`src/mem_pkg.sv`:
```
package mem_pkg;

    // bus widths
    localparam int DATA_W = 32;
    localparam int STRB_W = DATA_W / 8;

    // bootloader addresses whole words
    localparam int BL_ADDR_W = 14;

    // width and signedness of a load or store, funct3 encoding
    typedef enum logic [2:0] {
        MEM_BYTE  = 3'b000,
        MEM_HALF  = 3'b001,
        MEM_WORD  = 3'b010,
        MEM_UBYTE = 3'b100,
        MEM_UHALF = 3'b101
    } mem_mask_t;

    // one data word, seen whole or by lanes
    typedef union packed {
        logic [DATA_W-1:0]  word;
        logic [3:0][7:0]    lanes;
        logic [1:0][15:0]   halves;
    } mem_word_u;

endpackage

```
`src/boot_loader.sv`:
```
`timescale 1ns/100ps

module boot_loader (
    input  logic                            clk_i,
    input  logic                            arst_n_i,
    input  logic [mem_pkg::STRB_W-1:0]      bl_strobe_i,
    input  logic [mem_pkg::BL_ADDR_W-1:0]   bl_addr_i,
    input  logic [mem_pkg::DATA_W-1:0]      bl_data_i,
    output logic                            bl_ready_o,
    output logic                            bl_hold_o,
    output logic [31:0]                     b_addr_o,
    output logic [mem_pkg::DATA_W-1:0]      b_data_o,
    output logic [mem_pkg::STRB_W-1:0]      b_strb_o,
    output logic                            b_write_o,
    input  logic                            b_ack_i
);
    import mem_pkg::*;

    localparam int DEPTH = 2;

    logic [BL_ADDR_W-1:0]   addr_q [DEPTH];
    logic [DATA_W-1:0]      data_q [DEPTH];
    logic [STRB_W-1:0]      strb_q [DEPTH];
    logic                   wr_ptr_q;
    logic                   rd_ptr_q;
    logic [1:0]             count_q;
    logic                   push;
    logic                   pop;

    assign push       = (|bl_strobe_i) & bl_ready_o;
    assign pop        = b_write_o & b_ack_i;
    assign bl_ready_o = (count_q != 2'(DEPTH));
    assign bl_hold_o  = (count_q != 2'd0);

    // head entry goes out as a byte-addressed write
    assign b_write_o = bl_hold_o;
    assign b_addr_o  = {{(32 - BL_ADDR_W - 2){1'b0}}, addr_q[rd_ptr_q], 2'b00};
    assign b_data_o  = data_q[rd_ptr_q];
    assign b_strb_o  = strb_q[rd_ptr_q];

    always_ff @(posedge clk_i or negedge arst_n_i) begin
        if (!arst_n_i) begin
            wr_ptr_q <= 1'b0;
            rd_ptr_q <= 1'b0;
            count_q  <= 2'd0;
        end else begin
            if (push) begin
                wr_ptr_q <= ~wr_ptr_q;
            end
            if (pop) begin
                rd_ptr_q <= ~rd_ptr_q;
            end
            case ({push, pop})
                2'b10:   count_q <= count_q + 2'd1;
                2'b01:   count_q <= count_q - 2'd1;
                default: count_q <= count_q;
            endcase
        end
    end

    always_ff @(posedge clk_i) begin
        if (push) begin
            addr_q[wr_ptr_q] <= bl_addr_i;
            data_q[wr_ptr_q] <= bl_data_i;
            strb_q[wr_ptr_q] <= bl_strobe_i;
        end
    end

    a_no_offer_full: assert property (@(posedge clk_i) disable iff (!arst_n_i)
        !bl_ready_o |-> (bl_strobe_i == '0));

endmodule

```
`config.mk`:
```
export PLATFORM = sky130hd
export DESIGN_NAME = boot_loader
export DESIGN_NICKNAME = d
export VERILOG_FILES = /design/src/mem_pkg.sv /design/src/boot_loader.sv
export SDC_FILE = /design/constraint.sdc
export NUM_CORES = 1
export LEC_CHECK = 0
export BUFFER_PORTS_ARGS = -buffer_cell sky130_fd_sc_hd__buf_2
export CAP_MARGIN = 10
export CORE_MARGIN = 2
export CORE_UTILIZATION = 45
export DETAILED_ROUTE_END_ITERATION = 8
export GPL_TIMING_DRIVEN = 1
export MAX_ROUTING_LAYER = met4
export PLACE_DENSITY = 0.72
export SETUP_SLACK_MARGIN = 0.5
export SLEW_MARGIN = 20
export SYNTH_ARGS = -nofsm -noshare
export SYNTH_HDL_FRONTEND = slang
export SYNTH_SLANG_ARGS = --single-unit
```
`constraint.sdc`:
```
create_clock -name clk_i -period 4.05 [get_ports clk_i]
set_input_delay 0 -clock clk_i [delete_from_list [all_inputs] [get_ports clk_i]]
set_output_delay 0 -clock clk_i [all_outputs]
set_load 0.005 [all_outputs]
```
==> flow_metrics.py <==
metrics = {
    "route": {
        "avgRoutedWirePerCell_um": 14.6,
        "vias": 2190,
        "vias_per_cell": 4.66,
        "routed_wl_um": 6880,
        "ant_nets": 0,
        "drt_first_pass_iters": 4,
        "drc_errors": 0,
        "drt-initial-drc-count": 95,
    },
    "global_routing": {
        "grt_max_degree": 52,
        "overflow": 0,
        "antenna_found_initial": 0,
        "grt_pass1_wl_um": 10600,
        "first_global_vias": 2215,
        "grt_usage": 0.150,
    },
    "worst_hold_path": {
        "worstHoldPathType": "primary input to flop",
    },
    "timing": {
        "setup_viol": 0,
        "setup_tns_ns": 0,
        "relSlewSlack": 0.326,
        "skew_ns": 0.0100,
        "hold_viol": 0,
        "period_needed_ns": 2.24,
        "rsz0062_at_grt": "no",
        "max_freq_ghz": 0.446,
        "worst_slew_pin_slew_ns": 1.01,
        "maxSlewViolCount": 0,
        "finalCritPeriodShare": 0.554,
    },
    "clock_network": {
        "cts.htree.levels": 3,
        "numCtsBuffers": 9,
        "cts.path.max_buffers": 2,
        "post_cts_buffers": 0,
        "clk_pin_slew_worst_paths_ns": 0.10,
        "cts_tree": "built",
        "cts_sinks": 104,
        "clkLatencyLatePin_ns": 0.36,
        "cts-root-buf": "clkbuf_8",
    },
    "logic_synthesis": {
        "synth_warnings": 0,
        "synth_top_area_frac": 0.758,
        "synth_compound_area_frac": 0.00695,
        "synth_flop_cell": "edfxtp_1",
        "ys_seq_area_frac": 0.783,
        "netlist_area_mm2": 0.00396,
        "synth_xor_area_frac": 0.0111,
        "synth_edf_count": 100,
        "synthDistinctLibCells": 15,
        "synthSimpleGateAreaFrac": 0.00821,
        "synthAdderAreaFrac": 0.00316,
        "synth_top_family_by_area": "multiplexers",
        "synth.most_common_cell": "edfxtp_1",
        "avgSynthCellArea_um2": 20.4,
        "synth_commonest_cells": "100 x edfxtp_1, 50 x mux2_2, 19 x buf_4, 6 x buf_2, 4 x dfrtp_1",
        "async_flop_share": 0.0385,
        "synth_seq_cells": 104,
        "synth_cells": 194,
        "synthMuxAreaShare": 0.142,
        "synth_top_cell_by_area": "edfxtp_1",
        "synthTopCellsByArea": "edfxtp_1 76%, mux2_2 14%, buf_4 3.6%",
    },
    "worst_setup_path": {
        "start_kind": "flop",
        "critical_path_class": "flop to flop",
        "worst-path-buf-inv": 1,
        "worst_path_largest_cell_delay_ns": 0.78,
        "crit_required_ns": 4.10,
        "critPathSlowestCell": "nor2_4",
        "path_max_fanout": 34,
        "crit_path_end_kind": "flop",
        "arrival_ns": 2.29,
        "crit_family": "simple AND/OR/NAND/NOR gates",
        "crit_chain": "nand2b_1 > o41ai_4 > nor2_4 > buf_4",
    },
    "pwr": {
        "swShare": 0.296,
        "vdd_drop_max_v": 0.000360,
        "power_density_mw_per_mm2": 698,
        "pwr-share-comb": 0.316,
        "power_leakage_nw": 2.05,
        "fin_total_pwr_w": 0.00369,
        "p_int_w": 0.00259,
        "p_sw_w": 0.00109,
        "power_frac_seq": 0.511,
        "p_clk_frac": 0.174,
    },
    "place": {
        "dp_hpwl_um": 4200,
        "portBuffers": 105,
        "place_congestion": 0.676,
    },
    "finish": {
        "diodes": 0,
        "syn_to_final_growth_pct": 33.3,
        "num-fill-cells": 657,
        "seq_area_mm2": 0.00311,
        "drive_above_1_share": 0.494,
        "multi_input_area_um2": 762,
        "final_nets": 411,
    },
    "die": {
        "start_util": 0.459,
        "io_pins": 124,
        "dieHeight_um": 97.8,
        "die_area_mm2": 0.00957,
        "row_count": 34,
        "die-width_um": 97.8,
        "core_area_mm2": 0.00864,
    },
    "flow_run": {
        "max-cap-violations": 0,
    },
    "outcome": {
        "status": "finished, final reports clean",
    },
}
sequential cells by signal, summed over array words and instances (netlist names):
name and flops:
addr_q 28, strb_q 8, count_q 2, wr_ptr_q 1
rd_ptr_q 1, data_q 64
cells by family after synthesis:
group | Yosys count
mux | 50
other cells | 1
compound gates | 1
xor+xnor | 5
fa+ha+maj | 1
flops | 104
buf+inv | 26
simple gates | 6
layer usage:
layer | global-route usage | vias to the layer above | wire length (um)
li1 | - | 1028 | -
met1 | 0.169 | 1056 | 2810
met2 | 0.252 | 93 | 3560
met3 | 0.0422 | 13 | 384
met4 | 0.0652 | 0 | 133
met5 | - | - | 0
metrics by stage:
step           hold WS (ns)  instance area (um^2)  setup slack, ns  std cells  utilization
6_report              0.362                  5280             1.81        470        0.612
3_3_place_gp         -0.190                  4550             1.80        401        0.526
5_1_grt               0.345                  5280             1.60        470        0.612
3_5_place_dp         -0.189                  4550             1.75        401        0.527
2_1_floorplan        -0.296                  4030            0.787        211            -
4_1_cts               0.328                  5280             1.73        470        0.612
power by group through the flow:
stage	sequential [W]	clock [W]	combinational [W]
floorplan	0.00181	0	0.000766
detailed placement	0.00192	0	0.00114
global route	0.00194	0.000699	0.00128
CTS	0.00189	0.000659	0.00119
finish	0.00188	0.000640	0.00116
global placement	0.00189	0	0.00115
cells in the final DEF (no fill, tap or decap), types with 2 or more instances in the layout:
master / instances
buf_2: 105
edfxtp_1: 100
mux2_2: 50
dlygate4sd3_1: 53
xnor2_1: 3
dfrtp_1: 3
xor2_1: 2
clkbuf_8: 9
nor2_4: 2
conb_1: 18
clkinvlp_4: 2
buf_4: 2
cell type report:
type | instances | share of cell area
flip-flops and latches | 104 | 0.588
repair buffers | 160 | 0.203
multi-input cells | 81 | 0.144
well taps | 108 | 0.0256
clock buffers | 9 | 0.0235
clock inverters | 7 | 0.0149
inverters | 1 | 0.000711
timing repair:
action | in CTS | in global routing
setup endpoints to repair | 0 | 0
hold buffers | 53 | 0
endpoints found under the hold margin | 105 | 0
gates resized for setup | 0 | 0
worst paths after layout:
path,from,end,slack (ns),cells after the start
min reg2reg,count_q[1],count_q[1],0.51,1
max,count_q[0],addr_q[1][1],1.81,4
min,bl_data_i[6],data_q[1][6],0.36,2
max in group asynchronous,arst_n_i,rd_ptr_q,3.33,3
max reg2reg,count_q[0],addr_q[1][1],1.81,4
min in group asynchronous,arst_n_i,count_q[1],0.52,3
Note: power is estimated with default switching activity, not from simulation.
