## src/mem_pkg.sv

```systemverilog
package mem_pkg;

    // bus widths
    localparam int DATA_W = 32;
    localparam int STRB_W = DATA_W / 8;

    // bootloader addresses whole words
    localparam int BL_ADDR_W = 14;

    // width and signedness of a load or store, funct3 encoding
    typedef enum logic [2:0] {
        MEM_BYTE  = 3'b000,
        MEM_HALF  = 3'b001,
        MEM_WORD  = 3'b010,
        MEM_UBYTE = 3'b100,
        MEM_UHALF = 3'b101
    } mem_mask_t;

    // one data word, seen whole or by lanes
    typedef union packed {
        logic [DATA_W-1:0]  word;
        logic [3:0][7:0]    lanes;
        logic [1:0][15:0]   halves;
    } mem_word_u;

endpackage

```

## src/bus_arbiter.sv

```systemverilog
`timescale 1ns/100ps

module bus_arbiter (
    input  logic                        clk_i,
    input  logic                        arst_n_i,
    input  logic [31:0]                 m0_addr_i,
    input  logic [mem_pkg::DATA_W-1:0]  m0_data_i,
    input  logic [mem_pkg::STRB_W-1:0]  m0_strb_i,
    input  logic                        m0_read_i,
    input  logic                        m0_write_i,
    output logic                        m0_ack_o,
    output logic [mem_pkg::DATA_W-1:0]  m0_data_o,
    input  logic [31:0]                 m1_addr_i,
    input  logic [mem_pkg::DATA_W-1:0]  m1_data_i,
    input  logic [mem_pkg::STRB_W-1:0]  m1_strb_i,
    input  logic                        m1_read_i,
    input  logic                        m1_write_i,
    output logic                        m1_ack_o,
    output logic [mem_pkg::DATA_W-1:0]  m1_data_o,
    output logic [31:0]                 s_addr_o,
    output logic [mem_pkg::DATA_W-1:0]  s_data_o,
    output logic [mem_pkg::STRB_W-1:0]  s_strb_o,
    output logic                        s_read_o,
    output logic                        s_write_o,
    input  logic                        s_ack_i,
    input  logic [mem_pkg::DATA_W-1:0]  s_data_i
);
    logic req0;
    logic req1;
    logic busy_q;
    logic gnt_q;
    logic last_q;
    logic pick;
    logic sel;

    assign req0 = m0_read_i | m0_write_i;
    assign req1 = m1_read_i | m1_write_i;

    // on a tie the master that lost last time wins
    assign pick = (req0 & req1) ? ~last_q : req1;
    assign sel  = busy_q ? gnt_q : pick;

    assign s_addr_o  = sel ? m1_addr_i  : m0_addr_i;
    assign s_data_o  = sel ? m1_data_i  : m0_data_i;
    assign s_strb_o  = sel ? m1_strb_i  : m0_strb_i;
    assign s_read_o  = sel ? m1_read_i  : m0_read_i;
    assign s_write_o = sel ? m1_write_i : m0_write_i;

    assign m0_ack_o  = s_ack_i & busy_q & ~gnt_q;
    assign m1_ack_o  = s_ack_i & busy_q & gnt_q;
    assign m0_data_o = (busy_q & ~gnt_q) ? s_data_i : '0;
    assign m1_data_o = (busy_q & gnt_q) ? s_data_i : '0;

    always_ff @(posedge clk_i or negedge arst_n_i) begin
        if (!arst_n_i) begin
            busy_q <= 1'b0;
            gnt_q  <= 1'b0;
            last_q <= 1'b1;
        end else if (!busy_q) begin
            if (req0 | req1) begin
                busy_q <= 1'b1;
                gnt_q  <= pick;
                last_q <= pick;
            end
        end else if (s_ack_i) begin
            busy_q <= 1'b0;
        end
    end

    // the granted master keeps its request up until the ack
    a_grant_held: assert property (@(posedge clk_i) disable iff (!arst_n_i)
        busy_q |-> (gnt_q ? req1 : req0));

    // slave answers only a granted request
    a_ack_granted: assert property (@(posedge clk_i) disable iff (!arst_n_i)
        s_ack_i |-> busy_q);

endmodule

```

## config.mk

```make
export PLATFORM = sky130hd
export DESIGN_NAME = bus_arbiter
export DESIGN_NICKNAME = d
export VERILOG_FILES = /design/src/mem_pkg.sv /design/src/bus_arbiter.sv
export SDC_FILE = /design/constraint.sdc
export NUM_CORES = 1
export LEC_CHECK = 0
export BUFFER_PORTS_ARGS = -buffer_cell sky130_fd_sc_hd__buf_2
export CAP_MARGIN = 20
export CORE_AREA = 2 2 122 124
export CTS_BUF_LIST = sky130_fd_sc_hd__clkbuf_4 sky130_fd_sc_hd__clkbuf_8
export DETAILED_ROUTE_END_ITERATION = 12
export DIE_AREA = 0 0 124 126
export GPL_TIMING_DRIVEN = 0
export SLEW_MARGIN = 10
export SYNTH_ARGS = -nofsm -noshare
export SYNTH_HDL_FRONTEND = slang
export SYNTH_SLANG_ARGS = --single-unit
export TNS_END_PERCENT = 50
```

## constraint.sdc

```tcl
create_clock -name clk_i -period 3.8 [get_ports clk_i]
set_input_delay 0.19 -clock clk_i [delete_from_list [all_inputs] [get_ports clk_i]]
set_output_delay 0.19 -clock clk_i [all_outputs]
set_load 0.02 [all_outputs]
```

==> flow_metrics.py <==
metrics = {
    "cts": {
        "path_clk_slew_ns": 0.03,
        "cts_root_buffer": "clkbuf_8",
        "clk_path_buf_depth": 2,
        "ctsResizeCount": 0,
        "cts_sinks": 3,
        "numCtsBuffers": 3,
        "cts_max_level": 1,
        "tritoncts": "yes",
        "clk_latency_ns": 0.22,
    },
    "worst_setup_path": {
        "critical_path.max_fanout": 10,
        "crit_slowest_cell": "o31ai_4",
        "r2r_start": "busy_q",
        "crit_chain": "o21a_1 > o31ai_4 > buf_6 > mux2_2 > buf_2",
        "reg2reg_slack_ns": 2.59,
        "required_ns": 3.61,
        "worst-endpoint-arrival_ns": 2.08,
        "r2r_end": "gnt_q",
        "r2r_cells": 3,
        "critPathCaptureType": "output port",
        "start_kind": "register",
        "critical_path_class": "register to output port",
        "startpoint": "last_q",
        "cpPeakStageDelay_ns": 0.58,
    },
    "floorplanning": {
        "core_region_area_um2": 14300,
        "initial_utilization_pct": 10.3,
        "core.rowCount": 44,
        "die_h_um": 126,
        "dieArea_um2": 15600,
        "die_w_um": 124,
        "io-pin-count": 311,
    },
    "route": {
        "drt_pass1_iterations": 4,
        "drcViolationCount": 0,
        "routedWlPerCell_um": 13.3,
        "wl_um": 8890,
        "ant_nets": 0,
        "drt_iter0_drc": 80,
        "viasPerCell": 3.76,
        "vias": 2508,
    },
    "timing": {
        "setup_viol": 0,
        "tns_ns": 0,
        "fin_ws_ns": 1.53,
        "fin_crit_sh_pct": 59.8,
        "rsz0062_at_grt": "false",
        "whs_ns": 0.178,
        "relSlewSlack_pct": 58.3,
        "max_freq_ghz": 0.440,
        "worstMarginPinSlew_ns": 0.626,
        "fin_crit_ns": 2.27,
        "hold_viol_final": 0,
        "clock_skew_ns": 0.000419,
        "drv_slew": 0,
    },
    "layout": {
        "drive_gt1_share_pct": 80.3,
        "regArea_um2": 76.3,
        "postLayoutCellArea_um2": 3320,
        "final_cell_mix": "buf_2 (311), mux2_2 (64), and3_1 (33), and2_1 (33), clkbuf_1 (9)",
        "final_common_cell": "buf_2",
        "fillers": 1634,
        "multi_input_area_um2": 1280,
        "fin_nets": 659,
        "n_antenna_cell": 0,
        "synthToLayoutAreaGrowth_pct": 124,
    },
    "logic_synthesis": {
        "ys_warn_count": 0,
        "ys_ff_latch": 3,
        "netlist_instances": 168,
        "syn_nets": 343,
        "synth_edf_count": 0,
        "syn_area_per_cell_um2": 8.81,
        "syn_area_um2": 1480,
        "synth_seq_area_share_pct": 5.16,
        "async_flop_share_pct": 100,
        "synth_ff_type": "dfrtp_1",
        "yosysUniqueCellTypes": 19,
    },
    "grt": {
        "grt_overflow_total": 0,
        "track_usage_pct": 9.59,
        "grt_first_pass_wirelength_um": 11600,
        "grt_max_degree": 11,
        "grt_pass1_vias": 2198,
        "antenna_found_initial": 0,
    },
    "worst_hold_path": {
        "holdPathEnd": "busy_q",
        "min_from": "s_ack_i",
        "holdPathStages": 2,
        "hold_class": "input port to register",
    },
    "placed_design": {
        "placedInstanceArea_um2": 3260,
        "place_ws_ns": 1.63,
        "globalplace.congestion": 0.725,
        "port_buffers": 310,
        "place_hpwl_um": 7890,
    },
    "power": {
        "powerDensity_nw_per_um2": 356,
        "ir_worst_vdd_mv": 0.143,
        "p_leak_nw": 1.99,
    },
    "outcome": {
        "status": "complete, no violations",
    },
    "run": {
        "maxCapViolations": 0,
    },
}
## critical path, delay by kind of cell (launching register included)
kind | cells | cell delay (ns)
buffers and inverters | 2 | 0.42
AOI/OAI and AO/OA | 2 | 0.72
muxes | 1 | 0.37
DFF | 1 | 0.36
## synth_stat cells (all sizes together), types with 2 or more instances
cell type / instances / share of area (%)
o31ai: 2 / 1.9
buf: 8 / 5.7
mux2: 70 / 53
nor2: 3 / 0.76
dfrtp: 2 / 3.4
and2: 33 / 14
and3: 33 / 14
clkbuf: 9 / 2.3
## power breakdown
part	switching, mW	leakage, nW	total (mW)	internal, mW
sequential	0.00952	0.0338	0.0508	0.0413
combinational	0.582	1.93	1.03	0.449
clock	0.0221	0.0262	0.101	0.0787
total	0.614	1.99	1.18	0.569
## kinds of logic after synthesis
logic type             synth area share (%)
buffers and inverters                  8.20
muxes                                  53.9
DFF                                    5.16
and+or+nand+nor                        29.3
AOI/OAI and AO/OA                      3.38
## flip-flops by register name, indices dropped and copies added, names as in the netlist
| name | cells |
|---|---|
| busy_q | 1 |
| gnt_q | 1 |
| last_q | 1 |
## worst max path at each step
| stage | to | slack, ns | cells past startpoint |
|---|---|---|---|
| finish | s_strb_o[3] | 1.53 | 5 |
| global route | m0_data_o[21] | 1.37 | 6 |
| CTS | s_addr_o[31] | 1.45 | 5 |
| detailed placement | s_addr_o[31] | 1.63 | 6 |
| global placement | s_data_o[8] | 1.63 | 6 |
| floorplan | s_addr_o[2] | 2.09 | 4 |
## through the flow
step / total power, mW / cells / utilization, %
6_report: 1.18 / 667 / 23.2
3_3_place_gp: 1.09 / 662 / 22.8
2_1_floorplan: 0.728 / 168 / -
5_1_grt: 1.27 / 667 / 23.2
4_1_cts: 1.20 / 667 / 23.2
3_5_place_dp: 1.09 / 662 / 22.8
## what timing repair did
| action | 4_1_cts | 5_1_grt |
|---|---|---|
| hold endpoints to repair | 3 | 0 |
| setup buffers | 0 | 0 |
| hold buffers | 1 | 0 |
## layer usage
metal | share of wire [%] | routed length [µm] | track usage, % | up-vias
met5 | 0 | 0 | 0 | -
met4 | 0.34 | 30 | 1.12 | 0
met3 | 8.8 | 786 | 0.679 | 6
li1 | - | - | - | 1232
met1 | 37 | 3310 | 11.5 | 1122
met2 | 54 | 4760 | 18.8 | 148
## area by class of cell
class,instances,share of cell area [%]
Clock buffer,4,1.47
Sequential cell,3,2.30
Multi-Input combinational cell,147,38.6
Timing Repair Buffer,311,47.0
Inverter,1,0.113
Buffer,17,3.54
Tap cell,184,6.93
Power figures use the tool's default switching activity.
