## src/mem_pkg.sv

```systemverilog
package mem_pkg;

    // bus widths
    localparam int DATA_W = 32;
    localparam int STRB_W = DATA_W / 8;

    // bootloader addresses whole words
    localparam int BL_ADDR_W = 14;

    // width and signedness of a load or store, funct3 encoding
    typedef enum logic [2:0] {
        MEM_BYTE  = 3'b000,
        MEM_HALF  = 3'b001,
        MEM_WORD  = 3'b010,
        MEM_UBYTE = 3'b100,
        MEM_UHALF = 3'b101
    } mem_mask_t;

    // one data word, seen whole or by lanes
    typedef union packed {
        logic [DATA_W-1:0]  word;
        logic [3:0][7:0]    lanes;
        logic [1:0][15:0]   halves;
    } mem_word_u;

endpackage

```

## src/lsu.sv

```systemverilog
`timescale 1ns/100ps

module lsu (
    input  logic                        clk_i,
    input  logic                        arst_n_i,
    input  logic                        mem_read_i,
    input  logic                        mem_write_i,
    input  logic [31:0]                 addr_i,
    input  logic [mem_pkg::DATA_W-1:0]  wdata_i,
    input  mem_pkg::mem_mask_t          mask_i,
    output logic                        stall_o,
    output logic                        done_o,
    output logic [mem_pkg::DATA_W-1:0]  rdata_o,
    output logic [31:0]                 b_addr_o,
    output logic [mem_pkg::DATA_W-1:0]  b_data_o,
    output logic [mem_pkg::STRB_W-1:0]  b_strb_o,
    output logic                        b_read_o,
    output logic                        b_write_o,
    input  logic                        b_ack_i,
    input  logic [mem_pkg::DATA_W-1:0]  b_data_i
);
    import mem_pkg::*;

    localparam logic [1:0] ST_IDLE = 2'd0;
    localparam logic [1:0] ST_BUS  = 2'd1;
    localparam logic [1:0] ST_DONE = 2'd2;

    logic [1:0]         state_q;
    logic               req;
    logic               accept;
    mem_mask_t          mask_q;
    logic [1:0]         bank_q;
    mem_word_u          st_word;
    logic [STRB_W-1:0]  st_strb;
    mem_word_u          ld_word;
    logic [DATA_W-1:0]  ld_data;

    assign req     = mem_read_i | mem_write_i;
    assign accept  = req & (state_q != ST_BUS);
    assign stall_o = (state_q == ST_BUS);
    assign done_o  = (state_q == ST_DONE);

    always_ff @(posedge clk_i or negedge arst_n_i) begin
        if (!arst_n_i) begin
            state_q   <= ST_IDLE;
            b_read_o  <= 1'b0;
            b_write_o <= 1'b0;
        end else begin
            case (state_q)
                ST_BUS: begin
                    if (b_ack_i) begin
                        state_q   <= ST_DONE;
                        b_read_o  <= 1'b0;
                        b_write_o <= 1'b0;
                    end
                end
                // idle and done both take a new request
                default: begin
                    if (req) begin
                        state_q   <= ST_BUS;
                        b_read_o  <= mem_read_i;
                        b_write_o <= mem_write_i;
                    end else begin
                        state_q <= ST_IDLE;
                    end
                end
            endcase
        end
    end

    always_ff @(posedge clk_i) begin
        if (accept) begin
            b_addr_o <= addr_i;
            b_data_o <= st_word.word;
            b_strb_o <= st_strb;
            mask_q   <= mask_i;
            bank_q   <= addr_i[1:0];
        end
        if (state_q == ST_BUS && b_ack_i && b_read_o) begin
            rdata_o <= ld_data;
        end
    end

    // replicate narrow store data across all lanes
    always_comb begin
        st_word.word = wdata_i;
        st_strb      = 4'b1111;
        case (mask_i)
            MEM_BYTE, MEM_UBYTE: begin
                st_word.lanes = {4{wdata_i[7:0]}};
                st_strb       = 4'b0001 << addr_i[1:0];
            end
            MEM_HALF, MEM_UHALF: begin
                st_word.halves = {2{wdata_i[15:0]}};
                st_strb        = addr_i[1] ? 4'b1100 : 4'b0011;
            end
            default: ;
        endcase
    end

    // lane pick and extension, as in writeback
    always_comb begin
        ld_word.word = b_data_i;
        case (mask_q)
            MEM_BYTE:  ld_data = {{24{ld_word.lanes[bank_q][7]}}, ld_word.lanes[bank_q]};
            MEM_UBYTE: ld_data = {24'h0, ld_word.lanes[bank_q]};
            MEM_HALF:  ld_data = {{16{ld_word.halves[bank_q[1]][15]}}, ld_word.halves[bank_q[1]]};
            MEM_UHALF: ld_data = {16'h0, ld_word.halves[bank_q[1]]};
            default:   ld_data = ld_word.word;
        endcase
    end

    a_half_align: assert property (@(posedge clk_i) disable iff (!arst_n_i)
        req && (mask_i inside {MEM_HALF, MEM_UHALF}) |-> !addr_i[0]);

    a_word_align: assert property (@(posedge clk_i) disable iff (!arst_n_i)
        req && (mask_i == MEM_WORD) |-> (addr_i[1:0] == 2'b00));

    // the pipeline must hold off while the bus access runs
    a_no_req_stalled: assert property (@(posedge clk_i) disable iff (!arst_n_i)
        stall_o |-> !req);

endmodule

```

## config.mk

```make
export PLATFORM = sky130hd
export DESIGN_NAME = lsu
export DESIGN_NICKNAME = d
export VERILOG_FILES = /design/src/mem_pkg.sv /design/src/lsu.sv
export SDC_FILE = /design/constraint.sdc
export NUM_CORES = 1
export LEC_CHECK = 0
export ABC_AREA = 1
export BUFFER_PORTS_ARGS = -buffer_cell sky130_fd_sc_hd__buf_2
export CAP_MARGIN = 30
export CORE_ASPECT_RATIO = 0.5
export CORE_MARGIN = 8
export CORE_UTILIZATION = 47
export CTS_CLUSTER_SIZE = 25
export DETAILED_ROUTE_END_ITERATION = 10
export GPL_ROUTABILITY_DRIVEN = 0
export PLACE_DENSITY_LB_ADDON = 0.3
export SLEW_MARGIN = 30
export SYNTH_ARGS = -nofsm -noshare
export SYNTH_HDL_FRONTEND = slang
export SYNTH_SLANG_ARGS = --single-unit
export TNS_END_PERCENT = 10
```

## constraint.sdc

```tcl
create_clock -name clk_i -period 4 [get_ports clk_i]
set_input_delay 0.8 -clock clk_i [delete_from_list [all_inputs] [get_ports clk_i]]
set_output_delay 0.8 -clock clk_i [all_outputs]
set_load 0.02 [all_outputs]
```

==> results.md <==
Clock network:
- Gates resized during post-CTS repair numbered 0.
- The TritonCTS clock tree is built.
- The longest clock path from root to sink contains 2 buffers.
- The TritonCTS buffer count is 9.
- The number of clock sinks is ~110.
- After clock tree synthesis, the clock-pin slew on the worst setup and hold paths is about 0.07 ns.
- The number of buffers inserted by post-CTS setup repair is 0.
- The number of levels in the clock H-tree is 3.
- In this run, post-CTS hold repair placed 0 buffers.
- The root buffer cell chosen for the clock tree is sky130_fd_sc_hd__clkbuf_16.
- The source-to-sink clock delay at the later pin of the worst-skew pair is 0.34 ns.

Setup path:
- The cell family contributing the most delay on the critical path is flip-flops.
- Traced cell by cell, the critical path runs through buf_2.
- The worst endpoint data arrival time is between 1 and 1.5 ns.
- For the worst setup path, the data required time is 3.20 ns.
- The category of the worst setup path capture point is an output pin.
- The critical-path maximum fanout is 20.
- The highest-delay cell along the critical path is sky130_fd_sc_hd__edfxtp_1.
- Counting both buffers and inverters, the worst setup path holds a total of 1.
- The largest incremental delay on the critical path is 0.75 ns.
- The critical path is of the flip-flop to output pin type.
- The category of the worst setup path launch point is a flip-flop.

Cells and area:
- The multi-input combinational cells in the finished layout cover a total of between 0.001 and 0.0015 mm².
- The area growth from synthesis to layout is 32.6%.
- The count of filler cells inserted in the layout is 781.
- Of the cells placed in the final design, the portion with a size suffix greater than 1 is 40.7%.
- For this run, the post-layout net count is 701.
- The number of antenna diodes in the final layout is 0.
- The post-route cell area is 0.00594 mm².
- The sequential cell area is ~0.0032 mm².

Die:
- The die extent in y is 85.0 µm.
- The core region area is 0.00935 mm².
- Row generation in the floorplan step produced 25 rows.
- For this configuration, the core starts out at a cell density of 47.9%.
- The area enclosed by the die boundary is 0.0131 mm².
- The floorplan step set the die width to 154 µm.
- The boundary pin count is 208.

Synth:
- The mean post-synth cell area is 11.5 µm².
- The predominant post-synthesis flop cell is sky130_fd_sc_hd__edfxtp_1.
- After synthesis, the largest area contributor takes up 69.1% of total cell area.
- The synthesis warning total is 0.
- In the synthesized netlist the async set-or-reset flop fraction comes to 3.74%.
- Synthesis instantiated 24 different standard cells from the library.
- Counting flops with a built-in enable in the synthesized netlist gives 103.
- The largest total area in the synthesized netlist belongs to sky130_fd_sc_hd__edfxtp_1.
- The synthesized instance count is 391.
- The synthesis-stage register bit count is 107.
- Ranked by total cell area, the synthesized netlist is headed by sky130_fd_sc_hd__edfxtp_1 (69%), sky130_fd_sc_hd__nand2_1 (12%), sky130_fd_sc_hd__nand3_1 (4.8%).
- The library cell with the highest instance count after synthesis is sky130_fd_sc_hd__nand2_1.
- The share of the yosys chip area belonging to registers is 71.3%.
- The number of nets in the synthesized netlist is 495.
- Sorting the synthesized cells by how often they occur yields sky130_fd_sc_hd__nand2_1 (138), sky130_fd_sc_hd__edfxtp_1 (103), sky130_fd_sc_hd__nand3_1 (43).
- Summing every instance area after synthesis gives 0.00448 mm².

Timing:
- The accumulated negative setup slack is 0 ns.
- For the pin with the worst max-slew slack, the measured transition is 0.770 ns.
- Based on the critical path, the design can be clocked at up to 459 MHz.
- The number of endpoints with negative hold slack in the final report is 0.
- The share of the cycle needed by the critical path after routing is 54.4%.
- The clock period minus final worst setup slack is 2.18 ns.
- The final count of pins violating max slew is 0.
- The clock skew after layout is a little over 0.006 ns.
- Setup repair after global routing left no endpoint under its margin.
- The number of setup violations in the final report is 0.
- In this run the tightest slew margin relative to its limit is 48.6%.

Route:
- The first TritonRoute pass finished after 5 iterations.
- The number of vias after detailed routing is 3540.
- The number of antenna-violating nets in the routed design is 0.
- In the routed design, unresolved DRC markers number 0.
- The detailed-route vias per instance is approximately 4.9.
- After detailed routing, the average wire length per cell comes to 16.4 µm.
- After the first detailed-routing iteration, the DRC count stood at around 240.
- The wire length reported by the detailed router is 11.8 mm.

Place:
- The total placed instance area is 0.00562 mm².
- Once detailed placement completed, the half-perimeter wirelength came to 9.00 mm.
- The number of buffers inserted by port buffering is ~210.

Global routing:
- The pin count of the biggest net entering global routing is 37.
- The number of antenna violations at the first check in global routing was 0.
- The total congestion overflow after global routing is 0.
- The overall global routing resource usage is ~18%.
- The number of global-route vias before repair is roughly 3600.
- The first global-routing pass estimated 18.4 mm of wire.

Power and ir drop:
- The ratio of total power to cell area is 640 mW/mm².
- The total power after layout is 3.80 mW.
- VDD sags by at most 0.287 mV.
- For this design the static power due to leakage is 2.82 nW.

Job:
- Max-cap violations in this run came to 0.

Status:
- The run finished with clean final reports.

Worst hold path:
- The min-delay analysis places its worst path in the category primary input to async pin.
[path summary, 6_finish.rpt]
path / endpoint / cells after the start / slack, ns / startpoint
worst max-delay path: b_addr_o[1] / 1 / 1.82 / b_addr_o[1]$_DFFE_PP_
worst min-delay path: b_read_o$_DFFE_PN0P_ / 1 / 0.25 / arst_n_i
worst max register to register: b_addr_o[17]$_DFFE_PP_ / 4 / 1.94 / state_q[0]$_DFFE_PN0P_
worst min register to register: b_write_o$_DFFE_PN0P_ / 2 / 0.54 / b_write_o$_DFFE_PN0P_
max in group asynchronous: state_q[1]$_DFFE_PN0P_ / 1 / 3.63 / arst_n_i
min in group clk_i: b_write_o$_DFFE_PN0P_ / 2 / 0.54 / b_write_o$_DFFE_PN0P_
[through the flow]
step	utilization [%]	instances	hold slack, ns	worst slack (ns)
floorplan	-	391	0.504	0.453
global placement	59.9	706	0.531	1.75
detailed placement	60.1	707	0.526	1.69
CTS	63.5	723	0.243	1.79
global route	63.5	723	0.243	1.71
finish	63.5	723	0.251	1.82
[cells in the final DEF, fill, tap and decap left out]
cell / n
sky130_fd_sc_hd__edfxtp_1: 103
sky130_fd_sc_hd__or2_2: 2
sky130_fd_sc_hd__nor3_1: 1
sky130_fd_sc_hd__dfrtp_1: 4
sky130_fd_sc_hd__o211ai_1: 5
sky130_fd_sc_hd__nand2_1: 138
sky130_fd_sc_hd__or2_4: 1
sky130_fd_sc_hd__nor3_2: 1
sky130_fd_sc_hd__buf_4: 1
sky130_fd_sc_hd__o21ai_0: 21
sky130_fd_sc_hd__nor2_2: 2
sky130_fd_sc_hd__buf_2: 207
sky130_fd_sc_hd__a21oi_1: 1
sky130_fd_sc_hd__inv_1: 30
sky130_fd_sc_hd__nor2_4: 1
sky130_fd_sc_hd__nand2_4: 1
sky130_fd_sc_hd__nand2_2: 2
sky130_fd_sc_hd__inv_8: 1
sky130_fd_sc_hd__nor2_1: 10
sky130_fd_sc_hd__bufinv_16: 1
sky130_fd_sc_hd__nand3_1: 43
sky130_fd_sc_hd__clkinv_8: 1
sky130_fd_sc_hd__or2_1: 1
sky130_fd_sc_hd__buf_8: 1
sky130_fd_sc_hd__inv_2: 2
sky130_fd_sc_hd__buf_12: 1
sky130_fd_sc_hd__clkinvlp_4: 1
sky130_fd_sc_hd__nand3_2: 7
sky130_fd_sc_hd__clkbuf_16: 9
sky130_fd_sc_hd__inv_6: 3
[area by class of cell]
class / instances / share of cell area (%)
inverter: 32 / 2.02
sequential: 107 / 53.8
clock buffer: 9 / 3.79
tap: 121 / 2.55
clock inverter: 7 / 1.54
multi-input combinational: 237 / 18.2
timing repair buffer: 210 / 18.2
[report_power, final]
part / internal (mW) / switching (mW) / total, mW
clock network: 0.503 / 0.425 / 0.927
registers: 1.61 / 0.105 / 1.72
logic: 0.337 / 0.816 / 1.15
total: 2.45 / 1.35 / 3.80
[kinds of logic (layout without fill, tap and decap cells)]
kind of cell,Yosys count,after routing,synth area share [%]
flops,107,107,71.3
buf+inv,47,258,4.75
compound gates,27,27,3.30
simple gates,210,210,20.7
[metal layers]
metal / GRT usage, % / up-vias / wire, µm
met5: 0 / - / 0
met4: 4.77 / 0 / 148
met3: 6.08 / 15 / 892
met2: 32.4 / 138 / 6220
met1: 19.3 / 1638 / 4580
li1: - / 1749 / -
[registers in the layout, summed over array words and instances (netlist names)]
register   flops
mask_q         3
b_strb_o       4
state_q        2
b_write_o      1
b_addr_o      32
b_data_o      32
rdata_o       32
b_read_o       1
No activity file was read; power rests on OpenSTA's default activity.
